==> src/source/isaPkg.sv <==
`default_nettype none

package isaPkg;

   typedef logic [15:0] wordT;
   typedef logic signed [10:0] valueT;
   typedef logic [3:0] pcT;

   localparam valueT ValueMax = 11'sd999;
   localparam valueT ValueMin = -11'sd999;

   // Bit 14 clear marks a MOV word
   localparam int AluBit = 14;

   // Source field codes above the literal range
   localparam logic [10:0] SrcNil = 11'd1000;
   localparam logic [10:0] SrcAcc = 11'd1001;
   localparam logic [10:0] SrcLeft = 11'd1004;
   localparam logic [10:0] SrcRight = 11'd1005;
   localparam logic [10:0] SrcUp = 11'd1006;
   localparam logic [10:0] SrcDown = 11'd1007;

   // Class field, bits 13:11 of a non-MOV word
   localparam logic [2:0] ClassAdd = 3'b100;
   localparam logic [2:0] ClassSub = 3'b101;
   localparam logic [2:0] ClassJro = 3'b110;
   localparam logic [2:0] ClassMisc = 3'b111;

   // Subcode, bits 10:4 of the misc class
   localparam logic [6:0] SubJmp = 7'b1111010;
   localparam logic [6:0] SubJez = 7'b1111011;
   localparam logic [6:0] SubJnz = 7'b1111100;
   localparam logic [6:0] SubJgz = 7'b1111101;
   localparam logic [6:0] SubJlz = 7'b1111110;
   localparam logic [6:0] SubSpecial = 7'b1111111;

   // Low nibble of the special subcode
   localparam logic [3:0] MiscSwp = 4'b1100;
   localparam logic [3:0] MiscSav = 4'b1101;
   localparam logic [3:0] MiscNeg = 4'b1110;
   localparam logic [3:0] MiscNop = 4'b1111;

   typedef enum logic [2:0] {
      DestNil = 3'd0,
      DestAcc = 3'd1,
      DestLeft = 3'd4,
      DestRight = 3'd5,
      DestUp = 3'd6,
      DestDown = 3'd7
   } destT;

   typedef enum logic [3:0] {
      Mov, Add, Sub, Jro,
      Jmp, Jez, Jnz, Jgz, Jlz,
      Swp, Sav, Neg, Nop
   } opT;

   typedef struct packed {
      opT op;
      destT dest;
      pcT target; // Jump target slot
   } ctrlT;

   typedef struct packed {
      valueT value;
      logic ready; // Low while a source port is empty
   } operandT;

endpackage

`default_nettype wire

==> src/source/nodePkg.sv <==
`default_nettype none

package nodePkg;

   // Low two bits of a port code
   typedef enum logic [1:0] {
      Left = 2'd0,
      Right = 2'd1,
      Up = 2'd2,
      Down = 2'd3
   } dirT;

   // Left in bit 0 so a dirT value indexes the flag
   typedef struct packed {
      logic down;
      logic up;
      logic right;
      logic left;
   } portFlagsT;

   typedef struct packed {
      isaPkg::valueT down;
      isaPkg::valueT up;
      isaPkg::valueT right;
      isaPkg::valueT left;
   } portValuesT;

endpackage

`default_nettype wire

==> src/source/operandFetch.sv <==
`default_nettype none

module operandFetch (
   input  wire isaPkg::wordT         instr,
   input  wire isaPkg::valueT        acc,
   input  wire nodePkg::portFlagsT   rready,
   input  wire nodePkg::portValuesT  inValues,
   output isaPkg::operandT           operand,
   output nodePkg::portFlagsT        readSel
);

   import isaPkg::*;
   import nodePkg::*;

   logic [10:0] srcField;
   logic        usesSource;
   dirT         srcDir;
   valueT       portValue;
   logic        portReady;

   assign srcField = instr[10:0];
   assign srcDir = dirT'(srcField[1:0]); // 1004..1007 end in 00..11

   // Jumps and misc words carry no source
   assign usesSource = !instr[AluBit] ||
                       (instr[13:11] inside {ClassAdd, ClassSub, ClassJro});

   always_comb begin
      case (srcDir)
         Left: begin
            portValue = inValues.left;
            portReady = rready.left;
         end
         Right: begin
            portValue = inValues.right;
            portReady = rready.right;
         end
         Up: begin
            portValue = inValues.up;
            portReady = rready.up;
         end
         default: begin
            portValue = inValues.down;
            portReady = rready.down;
         end
      endcase
   end

   always_comb begin
      operand.value = '0;
      operand.ready = 1'b1;
      readSel = '0;
      if (usesSource) begin
         case (srcField)
            SrcNil: operand.value = '0;
            SrcAcc: operand.value = acc;
            SrcLeft, SrcRight, SrcUp, SrcDown: begin
               operand.value = portValue;
               operand.ready = portReady; // Stall until the neighbour has data
               readSel = portFlagsT'(4'(portReady) << srcDir);
            end
            default: begin
               // Codes 1002/1003 and up fall through as zero
               if (valueT'(srcField) <= ValueMax) begin
                  operand.value = valueT'(srcField);
               end
            end
         endcase
      end
   end

endmodule

`default_nettype wire

==> src/source/instrDecode.sv <==
`default_nettype none

module instrDecode (
   input  wire isaPkg::wordT instr,
   output isaPkg::ctrlT      ctrl
);

   import isaPkg::*;

   logic [2:0] classField;
   logic [2:0] destField;
   logic [6:0] subField;

   assign classField = instr[13:11];
   assign destField = instr[13:11];
   assign subField = instr[10:4];

   always_comb begin
      ctrl.op = Nop;
      ctrl.dest = DestNil;
      ctrl.target = instr[3:0];

      if (!instr[AluBit]) begin
         ctrl.op = Mov;
         // ANY and LAST (2, 3) act as NIL
         if (destField[2] || destField == 3'd1) begin
            ctrl.dest = destT'(destField);
         end
      end else begin
         case (classField)
            ClassAdd: ctrl.op = Add;
            ClassSub: ctrl.op = Sub;
            ClassJro: ctrl.op = Jro;
            ClassMisc: begin
               case (subField)
                  SubJmp: ctrl.op = Jmp;
                  SubJez: ctrl.op = Jez;
                  SubJnz: ctrl.op = Jnz;
                  SubJgz: ctrl.op = Jgz;
                  SubJlz: ctrl.op = Jlz;
                  SubSpecial: begin
                     case (instr[3:0])
                        MiscSwp: ctrl.op = Swp;
                        MiscSav: ctrl.op = Sav;
                        MiscNeg: ctrl.op = Neg;
                        MiscNop: ctrl.op = Nop;
                        default: ctrl.op = Nop;
                     endcase
                  end
                  default: ctrl.op = Nop;
               endcase
            end
            default: ctrl.op = Nop; // Unused classes
         endcase
      end
   end

endmodule

`default_nettype wire

==> src/source/execCore.sv <==
`default_nettype none

module execCore #(
   parameter int ProgDepth = 15
) (
   input  wire                      clk,
   input  wire                      rst,
   input  wire isaPkg::pcT          progLength,
   input  wire isaPkg::wordT        progWords [ProgDepth],
   input  wire isaPkg::ctrlT        ctrl,
   input  wire isaPkg::operandT     operand,
   input  wire nodePkg::portFlagsT  readSel,
   input  wire nodePkg::portFlagsT  wready,
   output isaPkg::wordT             instr,
   output isaPkg::valueT            out,
   output nodePkg::portFlagsT       write,
   output nodePkg::portFlagsT       read,
   output isaPkg::pcT               pc,
   output isaPkg::valueT            acc,
   output isaPkg::valueT            bak
);

   import isaPkg::*;
   import nodePkg::*;

   typedef enum logic {
      Run,
      WriteWait
   } nodeStateT;

   nodeStateT          state;
   pcT                 lastPc;
   pcT                 pcNext;
   pcT                 jroPc;
   logic signed [11:0] addSum;
   logic signed [11:0] subSum;
   logic signed [11:0] jroSum;
   logic               writeDone;
   dirT                wrDir;

   function automatic valueT saturate(input logic signed [11:0] sum);
      valueT result;
      if (sum > ValueMax) begin
         result = ValueMax;
      end else if (sum < ValueMin) begin
         result = ValueMin;
      end else begin
         result = valueT'(sum);
      end
      return result;
   endfunction

   // Slots past the array read as MOV 0, NIL
   assign instr = (pc < ProgDepth) ? progWords[pc] : '0;

   assign lastPc = progLength - 1'b1;
   assign pcNext = (pc >= lastPc) ? '0 : pc + 1'b1;

   assign addSum = acc + operand.value;
   assign subSum = acc - operand.value;
   assign jroSum = signed'({8'd0, pc}) + operand.value;

   assign writeDone = |(write & wready);
   assign wrDir = dirT'(ctrl.dest[1:0]);

   always_comb begin
      if (jroSum < 0) begin
         jroPc = '0;
      end else if (jroSum > signed'({8'd0, lastPc})) begin
         jroPc = lastPc;
      end else begin
         jroPc = pcT'(jroSum);
      end
   end

   always_ff @(posedge clk or posedge rst) begin
      if (rst) begin
         state <= Run;
         pc <= '0;
         acc <= '0;
         bak <= '0;
         out <= '0;
         write <= '0;
         read <= '0;
      end else begin
         read <= '0;
         if (progLength != '0) begin
            if (state == WriteWait) begin
               if (writeDone) begin // Neighbour took the value
                  write <= '0;
                  pc <= pcNext;
                  state <= Run;
               end
            end else if (operand.ready) begin
               read <= readSel;
               pc <= pcNext;
               case (ctrl.op)
                  Mov: begin
                     if (ctrl.dest == DestAcc) begin
                        acc <= operand.value;
                     end else if (ctrl.dest inside {DestLeft, DestRight, DestUp, DestDown}) begin
                        out <= operand.value;
                        write <= portFlagsT'(4'b0001 << wrDir);
                        pc <= pc; // Held until wready
                        state <= WriteWait;
                     end
                  end
                  Add: acc <= saturate(addSum);
                  Sub: acc <= saturate(subSum);
                  Jro: pc <= jroPc;
                  Jmp: pc <= ctrl.target;
                  Jez: if (acc == 0) pc <= ctrl.target;
                  Jnz: if (acc != 0) pc <= ctrl.target;
                  Jgz: if (acc > 0) pc <= ctrl.target;
                  Jlz: if (acc < 0) pc <= ctrl.target;
                  Swp: begin
                     acc <= bak;
                     bak <= acc;
                  end
                  Sav: bak <= acc;
                  Neg: acc <= -acc;
                  default: ;
               endcase
            end
         end
      end
   end

endmodule

`default_nettype wire

==> src/source/tisNode.sv <==
`default_nettype none

module tisNode #(
   parameter int ProgDepth = 15
) (
   input  wire                      clk,
   input  wire                      rst,
   input  wire isaPkg::pcT          progLength,
   input  wire isaPkg::wordT        progWords [ProgDepth],
   input  wire nodePkg::portFlagsT  rready,
   input  wire nodePkg::portFlagsT  wready,
   input  wire nodePkg::portValuesT inValues,
   output isaPkg::valueT            out,
   output nodePkg::portFlagsT       write,
   output nodePkg::portFlagsT       read,
   output isaPkg::pcT               pc,
   output isaPkg::valueT            acc,
   output isaPkg::valueT            bak
);

   import isaPkg::*;
   import nodePkg::*;

   wordT      instr;
   ctrlT      ctrl;
   operandT   operand;
   portFlagsT readSel;

   operandFetch u_operandFetch (
      .instr    (instr),
      .acc      (acc),
      .rready   (rready),
      .inValues (inValues),
      .operand  (operand),
      .readSel  (readSel)
   );

   instrDecode u_instrDecode (
      .instr (instr),
      .ctrl  (ctrl)
   );

   execCore #(
      .ProgDepth (ProgDepth)
   ) u_execCore (
      .clk        (clk),
      .rst        (rst),
      .progLength (progLength),
      .progWords  (progWords),
      .ctrl       (ctrl),
      .operand    (operand),
      .readSel    (readSel),
      .wready     (wready),
      .instr      (instr),
      .out        (out),
      .write      (write),
      .read       (read),
      .pc         (pc),
      .acc        (acc),
      .bak        (bak)
   );

endmodule

`default_nettype wire

==> config.mk <==
export PLATFORM = sky130hd
export DESIGN_NAME = tisNode
export DESIGN_NICKNAME = d
export VERILOG_FILES = /design/src/source/isaPkg.sv /design/src/source/nodePkg.sv /design/src/source/operandFetch.sv /design/src/source/instrDecode.sv /design/src/source/execCore.sv /design/src/source/tisNode.sv
export SDC_FILE = /design/constraint.sdc
export NUM_CORES = 1
export LEC_CHECK = 0
export ABC_AREA = 1
export BUFFER_PORTS_ARGS = -buffer_cell sky130_fd_sc_hd__clkbuf_2
export CORE_MARGIN = 3
export CORE_UTILIZATION = 39
export CTS_BUF_LIST = sky130_fd_sc_hd__clkbuf_4 sky130_fd_sc_hd__clkbuf_8
export CTS_CLUSTER_SIZE = 30
export DETAILED_ROUTE_END_ITERATION = 7
export PLACE_DENSITY = 0.73
export SYNTH_ARGS = -nofsm -noshare
export SYNTH_HDL_FRONTEND = slang
export SYNTH_SLANG_ARGS = --single-unit
==> constraint.sdc <==
create_clock -name clk -period 13.2 [get_ports clk]
set_input_delay 0.66 -clock clk [delete_from_list [all_inputs] [get_ports clk]]
set_output_delay 0.66 -clock clk [all_outputs]
set_load 0.02 [all_outputs]
# Word-level counts from Yosys, hierarchy flattened
# Cells that the tools add are included.
[word_totals] output_inout_bits=45 inputBits=298 elab_cells=153 reg_bits=46
[op_classes] n_lt_le_gt_ge=12 n_mux=52 add_sub_neg=6 bitwise=4 shifts=2 reduce_logical=22 n_eq_ne=42
[ops] operator="2-to-1 mux 4 bit" n=24
[ops] operator="== test 11 x 10 -> 1 bit, second input constant" n=6
[ops] operator="2-to-1 mux 11 bit" n=6
[ops] operator="case mux 11 bit (3 select lines)" n=2
[ops] operator="binary-select mux 16 bit (select 4 bit)" n=1
[ops] operator="case mux 11 bit (5 select lines)" n=1
[ops] operator="2-to-1 mux 15 bit" n=3
[ops] operator="== test 7 bit, second input constant" n=6
[ops] operator="zero test 32 bit" n=1
[ops] operator="nonzero test 32 bit" n=1
[ops] operator="== test 4 bit, second input constant" n=7
[ops] operator="case mux 4 bit (7 select lines)" n=1
[ops] operator="== test 3 bit, second input constant" n=8
[ops] operator="> comparator 12 x 11 -> 1 bit, second input constant" n=2
[ops] operator="< comparator 12 x 11 -> 1 bit, second input constant" n=2
[ops] operator="case mux 4 bit (6 select lines)" n=1
[ops] operator="== test 4 x 3 -> 1 bit, second input constant" n=4
[ops] operator="case mux 4 bit (4 select lines)" n=1
[ops] operator="adder 11 x 11 -> 12 bit" n=1
[ops] operator="adder 5 x 11 -> 12 bit" n=1
[ops] operator="> comparator 12 x 5 -> 1 bit" n=1
[ops] operator="< comparator 12 x 1 -> 1 bit, second input constant" n=1
[ops] operator="2-to-1 mux 12 bit" n=1
[ops] operator="AND reduction 6 bit" n=2
[ops] operator="39 further kinds" n=56

# Depth between registers and ports, before layout
# Gate-level depths: netlist of run 1.
[logic_depth] depth_word=16 depth_mapped=40 ltp_nobuf=38

# Hierarchy
# A second synthesis of run 1 with hierarchy kept.
[hier_totals] hier_cells=1541 hier_area_um2=8461.9
[modules_own_cells] module="execCore" cells_per_inst=1276 n_inst=1 seq_area_each_um2=1151.1 area_per_inst_um2=7156.9
[modules_own_cells] module="operandFetch" cells_per_inst=211 n_inst=1 seq_area_each_um2=0.0 area_per_inst_um2=1057.3
[modules_own_cells] module="instrDecode" cells_per_inst=54 n_inst=1 seq_area_each_um2=0.0 area_per_inst_um2=247.7

# Worst setup path after synthesis of run 1
# Ideal clock, no wire load.
[synth_timing] kind="reg-to-reg" start="register u_execCore.pc[0]" end="register u_execCore.acc[7]" setup_ns=0.117 setup_slack_ns=8.338 arrival_time_ns=4.745 stages_incl_launch_ff=39 t_required_ns=13.083 path_cell_list="dfrtp_1 -> buf_6 -> buf_6 -> buf_4 -> nand2_1 -> nand3_1 -> nand3_1 -> nand3_1 -> nand2_2 -> nand3_4 -> nor2_4 -> nand3_2 -> inv_2 -> o21ai_0 -> a41oi_1 -> inv_1 -> a31oi_1 -> inv_1 -> [3 not listed] -> a21oi_1 -> nand2_1 -> a31o_2 -> nand2_1 -> nand2_1 -> nand2_1 -> nand2_1 -> xor2_1 -> inv_1 -> nor2_1 -> o21bai_1 -> o21ai_0 -> nand2_1 -> o21ai_0 -> nor2_1 -> o21ai_0 -> nand2_1 -> nand2_1"
[synth_rtl] item="start, declared" line="execCore.sv:18" rtl="output isaPkg::pcT pc,"
[synth_rtl] item="start signal, assigned" line="execCore.sv:91" rtl="pc <= pcNext;"
[synth_rtl] item="start signal, assigned" line="execCore.sv:96" rtl="pc <= pcNext;"
[synth_rtl] item="start signal, assigned" line="execCore.sv:104" rtl="pc <= pc;"
[synth_rtl] item="end signal, assigned" line="execCore.sv:100" rtl="acc <= operand.value;"
[synth_rtl] item="end signal, assigned" line="execCore.sv:108" rtl="Add: acc <= saturate(addSum);"
[synth_rtl] item="end signal, assigned" line="execCore.sv:109" rtl="Sub: acc <= saturate(subSum);"
[synth_rtl] item="end, declared" line="execCore.sv:19" rtl="output isaPkg::valueT acc,"

==> results.json, run 1 <==
{
  "synth_nets": 1867,
  "drive_gt1_share_pct": 23.9,
  "crit_path_end_kind": "flop",
  "finalNetCount": 2147,
  "dieArea_sq_um": 23400,
  "hold_viol": 0,
  "portBuffers": 327,
  "outcome": "complete, but fails checks",
  "place.gp.congestion": 0.977,
  "arrival_ns": 7.69,
  "worst_path_most_repeated_cell": "nand2_1",
  "area_growth_pct": 21.2,
  "relSlewSlack_pct": 34.3,
  "async_flop_share_pct": 100,
  "cts.sinks": 46,
  "avgSynthCellArea_sq_um": 5.53,
  "start_kind": "flop",
  "hold_path.class": "input pin to asynchronous set/reset pin",
  "finClkSkew_ns": 0.0189,
  "cts_tree": "yes",
  "core_sq_um": 21200,
  "wire_per_inst_um": 16.2,
  "root_buffer": "clkbuf_8",
  "syn_inst": 1527,
  "synth_flop_cell": "dfrtp_1",
  "final_max_slew_viol_count": 0,
  "num_io_pins": 343,
  "grt_pass1_vias": 10200,
  "clockBufferDepth": 2,
  "tns_ns": 0,
  "max_stage_delay_ns": 0.67,
  "ys_seq_area_share_pct": 13.6,
  "synth_edf_count": 0,
  "grt_overflow": 0,
  "setup_viol": 0,
  "clk_pin_slew_ns": 0.11,
  "rsz0062_at_grt": "no",
  "num_rows": 53,
  "critPathSlowestCell": "dfrtp_4",
  "multi_input_area_sq_um": 6170,
  "antenna_left": 0,
  "post-cts-setup-buffers": 0,
  "synthAdderAreaFrac_pct": 6.49,
  "clock_latency_ns": 0.34,
  "synth_top_family_by_area": "simple AND/OR/NAND/NOR gates",
  "grt_pass1_wl_mm": 52.6,
  "via_per_inst": 5.25,
  "drt_first_pass_iters": 8,
  "synth_warnings": 0,
  "finalCritPeriodShare_pct": 56.6,
  "synth_cell_types": 55,
  "fillers": 2297,
  "fmax_mhz": 134,
  "regArea_sq_um": 1160,
  "wirelength_mm": 33.8,
  "syn-cell-area_sq_um": 8440,
  "fp.dieW_um": 153,
  "grt_util_all_layers_pct": 27.4,
  "synth.area.mux_share_pct": 0.267,
  "die_h_um": 153,
  "path_class": "flop to flop",
  "grt_max_degree": 77,
  "synth_xor_area_share_pct": 2.49,
  "numCtsBuffers": 5,
  "synth-seq-cells": 46,
  "cp.required_ns": 13.42,
  "start_util_pct": 39.9,
  "worstMarginPinSlew_ns": 0.986,
  "antenna_found_initial": 5,
  "vias": 11000,
  "path_max_fanout": 70,
  "synthSimpleGateAreaFrac_pct": 48.7,
  "fin_crit_ns": 7.47,
  "drc": 2,
  "cap_violations": 0,
  "hpwlAfterDp_mm": 27.0,
  "cts_max_level": 2,
  "cts_resized": 0,
  "drt_iter0_markers": 819,
  "synth_compound_area_share_pct": 15.1,
  "ctsHoldBuffers": 0,
  "violations": "design-rule violations"
}
-- cell families (layout without fill, tap and decap cells) --
group           count (synthesis)  in the layout
buf+inv                       257            538
other cells                     0              5
xor+xnor                       24             24
fa+ha+maj                      42             42
simple gates                  927            927
mux                             2              2
flops                          46             46
compound gates                229            229
-- placed cells by master (no fill, tap or decap), types with 3 or more instances in the layout --
master,count
o22ai_1,7
nand3b_1,6
xor2_1,20
o211ai_1,12
a21oi_2,5
a21oi_1,51
fa_1,3
ha_1,39
dfrtp_1,44
nand2_2,24
nor3_1,17
clkbuf_8,5
inv_2,24
nand3_1,186
diode_2,5
clkbuf_2,327
inv_1,168
a31oi_1,5
nand4_1,25
o21ai_1,37
nor2_2,7
a41oi_1,3
o21ai_0,92
nor2_4,10
nor2_1,102
nand2_1,531
buf_4,8
a211oi_1,5
xnor2_1,4
-- final cells by class --
type | instances | share of cell area [%]
clock buffers | 6 | 0.746
clock inverters | 2 | 0.367
multi-input cells | 1224 | 60.3
repair buffers | 335 | 16.6
well taps | 275 | 3.36
diodes | 5 | 0.122
inverters | 195 | 7.18
flip-flops and latches | 46 | 11.3
-- registers in the layout, summed over array words and instances (netlist names) --
| name | count |
|---|---|
| u_execCore.bak | 11 |
| u_execCore.write | 4 |
| u_execCore.state | 1 |
| u_execCore.pc | 4 |
| u_execCore.read | 4 |
| u_execCore.acc | 11 |
| u_execCore.out | 11 |
-- Yosys cell counts, drive strengths merged, types with 2 or more instances --
library cell | n | share of area (%)
nand2 | 557 | 26
inv | 194 | 8.7
nand3 | 190 | 12
o21ai | 129 | 7.6
nor2 | 121 | 6.9
a21oi | 57 | 3.7
buf | 52 | 4.1
dfrtp | 46 | 14
ha | 39 | 5.8
nand4 | 26 | 2.1
xor2 | 20 | 2.1
nor3 | 19 | 1.3
o211ai | 12 | 1.1
clkbuf | 10 | 0.44
o22ai | 7 | 0.52
nand3b | 6 | 0.53
a211oi | 5 | 0.44
a31oi | 5 | 0.37
or2 | 5 | 0.37
xnor2 | 4 | 0.41
a41oi | 3 | 0.31
fa | 3 | 0.71
mux2 | 2 | 0.27
nor4 | 2 | 0.15
o21bai | 2 | 0.18
o31ai | 2 | 0.18
-- critical path: cells and delay by family, from the launching register on --
family | cells | cell delay (ns)
flip-flops | 1 | 0.67
AO/OA/AOI/OAI | 7 | 1.76
AND/OR/NAND/NOR | 13 | 2.25
buffers and inverters | 7 | 1.94
XOR/XNOR | 1 | 0.17
adder cells (fa/ha/maj) | 1 | 0.50
-- stage by stage --
stage                     cells  utilization (%)  cell area (sq um)  worst slack, ns  hold slack, ns
after floorplan            1527                -               8440             8.34           0.545
after global placement     2075             47.8              10100             5.97           0.466
after detailed placement   2075             47.8              10100             5.86           0.477
after CTS                  2083             48.3              10200             5.82           0.480
after global routing       2088             48.4              10200             4.94           0.510
final                      2088             48.4              10200             5.73           0.455
-- path summary, 6_finish.rpt --
check,slack (ns),from,endpoint,cells after the start
max,5.73,u_execCore.pc[0],u_execCore.acc[7],29
min,0.46,rst,u_execCore.write[1],3
max reg2reg,5.73,u_execCore.pc[0],u_execCore.acc[7],29
min reg2reg,0.50,u_execCore.out[2],u_execCore.out[2],2
max in group asynchronous,12.23,rst,u_execCore.pc[0],3
min in group clk,0.50,u_execCore.out[2],u_execCore.out[2],2
-- per-layer routing --
layer	vias up	global-route usage, %	part of all wire [%]
li1	5505	-	-
met1	4961	35.4	42
met2	435	46.7	48
met3	66	3.65	6.3
met4	0	10.3	3.8
met5	-	0	0
Power of run 1 is left out: the tool's default activity adds up to more than one toggle a clock period on the data nets, which glitch-free logic cannot reach.
==> run 2: changes to the inputs <==
--- a/config.mk
+++ b/config.mk
@@ -12,7 +12,7 @@
 export CTS_BUF_LIST = sky130_fd_sc_hd__clkbuf_4 sky130_fd_sc_hd__clkbuf_8
 export CTS_CLUSTER_SIZE = 30
 export DETAILED_ROUTE_END_ITERATION = 7
-export PLACE_DENSITY = 0.73
+export PLACE_DENSITY = 0.75
 export SYNTH_ARGS = -nofsm -noshare
 export SYNTH_HDL_FRONTEND = slang
 export SYNTH_SLANG_ARGS = --single-unit
==> constraint.sdc (replaced) <==
create_clock -name clk -period 6.5 [get_ports clk]
set_input_delay 0.325 -clock clk [delete_from_list [all_inputs] [get_ports clk]]
set_output_delay 0.325 -clock clk [all_outputs]
set_load 0.02 [all_outputs]
==> run 2 against run 1 <==
Net effect:
- non-clock buffer count rose by 15
- wire length up 2.6%
- hold slack lost 0.34 ns
- the run now ends clean
- register-to-register slack got worse by 5.1 ns
- critical endpoint unchanged
- critical path depth rose by 6
- first-iteration DRC count increased by 8.4%
==> results.json, run 2 (same netlist as run 1, synthesis figures left out) <==
{
  "fp.dieW_um": 153,
  "worst_path_most_repeated_cell": "nand2_1",
  "r2r_end": "u_execCore.acc[7]",
  "via_per_inst": 5.32,
  "antennaDiodeCount": 0,
  "dieArea_sq_um": 23400,
  "rsz0062_at_grt": "no",
  "startpoint": "u_execCore.pc[0]",
  "area_growth_pct": 23.2,
  "core_sq_um": 21200,
  "grt_pass1_wl_mm": 54.3,
  "grt_max_degree": 77,
  "finalNetCount": 2162,
  "start_kind": "flop",
  "portBuffers": 327,
  "numCtsBuffers": 5,
  "drt_first_pass_iters": 5,
  "fmax_mhz": 169,
  "wire_per_inst_um": 16.5,
  "r2r_slack_ns": 0.58,
  "tns_ns": 0,
  "cts_max_level": 2,
  "finClkSkew_ns": 0.0109,
  "hpwlAfterDp_mm": 28.2,
  "hold_viol": 0,
  "cap_violations": 0,
  "path_class": "flop to flop",
  "fin_crit_ns": 5.92,
  "clk_pin_slew_ns": 0.10,
  "drc": 0,
  "stdcell_count": 2098,
  "clock_latency_ns": 0.32,
  "num_rows": 53,
  "antenna_found_initial": 0,
  "r2r_start": "u_execCore.pc[0]",
  "layout_commonest_cell": "nand2_1",
  "cp.required_ns": 6.71,
  "worstMarginPinSlew_ns": 0.748,
  "arrival_ns": 6.13,
  "root_buffer": "clkbuf_8",
  "path_max_fanout": 76,
  "critPathSlowestCell": "dfrtp_4",
  "outcome": "finished, final reports clean",
  "relSlewSlack_pct": 50.0,
  "grt_pass1_vias": 10500,
  "whs_ns": 0.117,
  "drive_gt1_share_pct": 24.9,
  "wirelength_mm": 34.6,
  "grt_overflow": 0,
  "finalCritPeriodShare_pct": 91.1,
  "max_stage_delay_ns": 0.47,
  "start_util_pct": 39.9,
  "place.gp.congestion": 1.00,
  "reg_top3": "u_execCore.acc x11, u_execCore.bak x11, u_execCore.out x11",
  "cts_tree": "yes",
  "vias": 11200,
  "antenna_left": 0,
  "num_io_pins": 343,
  "worstSetupEndpoint": "u_execCore.acc[7]",
  "ctsHoldBuffers": 0,
  "final_core_util_pct": 49.1,
  "final_max_slew_viol_count": 0,
  "grt_util_all_layers_pct": 28.2,
  "hold_path.class": "input pin to asynchronous set/reset pin",
  "setup_viol": 0,
  "die_h_um": 153,
  "clockBufferDepth": 2,
  "most-common-layout-cells": "nand2_1 (531), clkbuf_2 (327), nand3_1 (186)",
  "drt_iter0_markers": 888,
  "rr_worst_depth": 35,
  "crit_path_end_kind": "flop",
  "dp.cells": 2087,
  "cts.sinks": 46
}
## run 2: cell count changes in the layout (fill, tap and decap cells not counted), sizes merged
cell	change
buf	+15
diode	-5
## run 2: area by class of cell
| type | instances | area (sq um) |
|---|---|---|
| fill | 2229 | 10800 |
| multi-input combinational | 1224 | 6190 |
| timing repair buffer | 350 | 1850 |
| sequential | 46 | 1160 |
| inverter | 195 | 737 |
| tap | 275 | 344 |
| clock buffer | 6 | 76.3 |
| clock inverter | 2 | 37.5 |
## run 2: worst min-delay path by stage
stage	startpoint	endpoint	slack [ns]	cells past startpoint
3_3_place_gp	u_execCore.out[4]	u_execCore.out[4]	0.47	2
2_1_floorplan	u_execCore.state	u_execCore.state	0.55	2
3_5_place_dp	u_execCore.out[8]	u_execCore.out[8]	0.48	2
4_1_cts	rst	u_execCore.write[0]	0.15	3
5_1_grt	rst	u_execCore.write[1]	0.20	3
6_report	rst	u_execCore.write[1]	0.12	3
## run 2: stage by stage
step / setup slack, ns / instance area, sq um
2_1_floorplan: 1.64 / 8440
3_3_place_gp: 0.635 / 10200
3_5_place_dp: 0.545 / 10200
4_1_cts: 0.459 / 10300
5_1_grt: 0.0208 / 10400
6_report: 0.580 / 10400
## run 2: critical path, delay by kind of cell, from the launching register on
kind | cells | cell delay [ns]
flip-flops | 1 | 0.47
AO/OA/AOI/OAI | 11 | 1.76
buffers and inverters | 6 | 1.08
adder cells (fa/ha/maj) | 1 | 0.46
XOR/XNOR | 1 | 0.30
AND/OR/NAND/NOR | 16 | 1.73
## run 2: timing repair
action | in CTS | in global routing
buffers inserted | 0 | 3
setup endpoints to repair | 0 | 10
gates resized for setup | 0 | 11
## run 2: layer usage
layer	up-vias	track usage (%)	part of all wire, %
li1	5523	-	-
met1	4982	36.0	40
met2	568	47.8	48
met3	89	3.54	7.6
met4	0	12.0	4.6
met5	-	0	0
Power of run 2 is left out for the same reason.
==> run 3: changes to the inputs <==
--- a/config.mk
+++ b/config.mk
@@ -7,7 +7,6 @@
 export LEC_CHECK = 0
 export ABC_AREA = 1
 export BUFFER_PORTS_ARGS = -buffer_cell sky130_fd_sc_hd__clkbuf_2
-export CORE_MARGIN = 3
 export CORE_UTILIZATION = 39
 export CTS_BUF_LIST = sky130_fd_sc_hd__clkbuf_4 sky130_fd_sc_hd__clkbuf_8
 export CTS_CLUSTER_SIZE = 30
==> run 3 against run 2 <==
Net effect:
- global-route usage rose by 2.5 points
- wire length fell by 1.6%
- cell area rose by 0.60%
- sequential share of layout area fell by 0.079 points
- maximum frequency fell by 2.3%
- via count fell by 0.11%
- core utilization rose by 0.30 points
- critical path depth did not move
- critical path type unchanged
- largest cell class unchanged
==> results.json, run 3 (same netlist as run 1, synthesis figures left out) <==
{
  "outcome": "finished, final reports clean",
  "num_rows": 53,
  "placed_cell_area_sq_um": 10300,
  "start_util_pct": 39.9,
  "clk_pin_slew_ns": 0.09,
  "place.gp.congestion": 0.991,
  "grt_max_degree": 66,
  "worstMarginPinSlew_ns": 0.737,
  "cts_resized": 0,
  "grt_use_met3_pct": 3.91,
  "core_sq_um": 21200,
  "cts_tree": "yes",
  "fmax_mhz": 165,
  "via_per_inst": 5.29,
  "hpwlAfterDp_mm": 27.9,
  "start_kind": "flop",
  "relSlewSlack_pct": 50.7,
  "cp.required_ns": 6.69,
  "grt_pass1_vias": 10400,
  "fp.dieW_um": 149,
  "layout_commonest_cell": "nand2_1",
  "finalCritPeriodShare_pct": 93.2,
  "fin_crit_ns": 6.06,
  "drt_iter0_markers": 741,
  "wirelength_mm": 34.1,
  "post-cts-setup-buffers": 0,
  "crit_path_end_kind": "flop",
  "most-common-layout-cells": "nand2_1 (531), clkbuf_2 (327), nand3_1 (186)",
  "drt_first_pass_iters": 5,
  "grt_util_met1_pct": 39.4,
  "rsz0062_at_grt": "yes",
  "die_h_um": 149,
  "path_class": "flop to flop",
  "startpoint": "u_execCore.pc[0]",
  "max_stage_delay_ns": 0.67,
  "reg_top3": "u_execCore.acc x11, u_execCore.bak x11, u_execCore.out x11",
  "regArea_sq_um": 1160,
  "cts_max_level": 2,
  "cts.sinks": 46,
  "area_growth_pct": 23.9,
  "drive_gt1_share_pct": 25.1,
  "cap_violations": 0,
  "clockBufferDepth": 2,
  "path_max_fanout": 65,
  "antenna_left": 0,
  "arrival_ns": 6.24,
  "antenna_found_initial": 1,
  "grt_overflow": 0,
  "vias": 11200,
  "final_max_slew_viol_count": 0,
  "fin_ws_ns": 0.441,
  "ctsHoldBuffers": 0,
  "drc": 0,
  "clock_latency_ns": 0.31,
  "grt_util_all_layers_pct": 30.7,
  "fillers": 2261,
  "grt-busiest-layer": "met2",
  "gr-usage-met2_pct": 52.1,
  "numCtsBuffers": 5,
  "num_io_pins": 343,
  "hold_path.class": "input pin to asynchronous set/reset pin",
  "dieArea_sq_um": 22200,
  "finalNetCount": 2169,
  "finClkSkew_ns": 0.0117,
  "grt_pass1_wl_mm": 53.6,
  "wire_per_inst_um": 16.2,
  "root_buffer": "clkbuf_8",
  "hold_viol": 0,
  "setup_viol": 0,
  "critPathSlowestCell": "dfrtp_4",
  "fin_area_sq_um": 10500,
  "multi_input_area_sq_um": 6200,
  "worst_path_most_repeated_cell": "nand2_1",
  "dpl_worst_slack_ns": 0.462,
  "r2r_start": "u_execCore.pc[0]",
  "portBuffers": 327
}
[run 3: worst max-delay path, delay by kind of cell, from the launching register on]
kind,cells,cell delay [ns]
xor gates and xnor gates,1,0.37
AOI/OAI and AO/OA,8,1.45
and+or+nand+nor,17,1.74
DFF,1,0.67
adders and majority gates,1,0.47
buffers and inverters,8,1.24
[run 3: routing by layer]
layer	part of all wire [%]	wire length, um
met5	0	0
met2	48	16300
met1	42	14300
met4	3.6	1230
met3	6.5	2220
[run 3: layout make-up]
class / instances / area share [%]
inverter: 195 / 7.02
sequential: 46 / 11.1
timing repair buffer: 357 / 18.3
clock buffer: 6 / 0.730
tap: 275 / 3.29
multi-input combinational: 1224 / 59.2
clock inverter: 2 / 0.359
antenna: 1 / 0.0239
[run 3: metrics by stage]
| stage | util, % | setup TNS [ns] | hold slack (ns) | std cells |
|---|---|---|---|---|
| floorplan | - | 0 | 0.545 | 1527 |
| global placement | 48.8 | 0 | 0.466 | 2097 |
| detailed placement | 48.8 | 0 | 0.473 | 2097 |
| CTS | 49.3 | 0 | 0.176 | 2105 |
| global route | 49.4 | -0.0299 | 0.222 | 2106 |
| finish | 49.4 | 0 | 0.157 | 2106 |
[run 3: final timing paths]
| check | end | cells past startpoint | slack [ns] |
|---|---|---|---|
| setup / recovery | u_execCore.acc[3] | 35 | 0.44 |
| hold / removal | u_execCore.write[2] | 3 | 0.16 |
| setup reg to reg | u_execCore.acc[3] | 35 | 0.44 |
| hold reg to reg | u_execCore.out[1] | 2 | 0.49 |
| max in group asynchronous | u_execCore.pc[0] | 3 | 5.84 |
| min in group clk | u_execCore.state | 4 | 0.40 |
Power of run 3 is left out for the same reason.
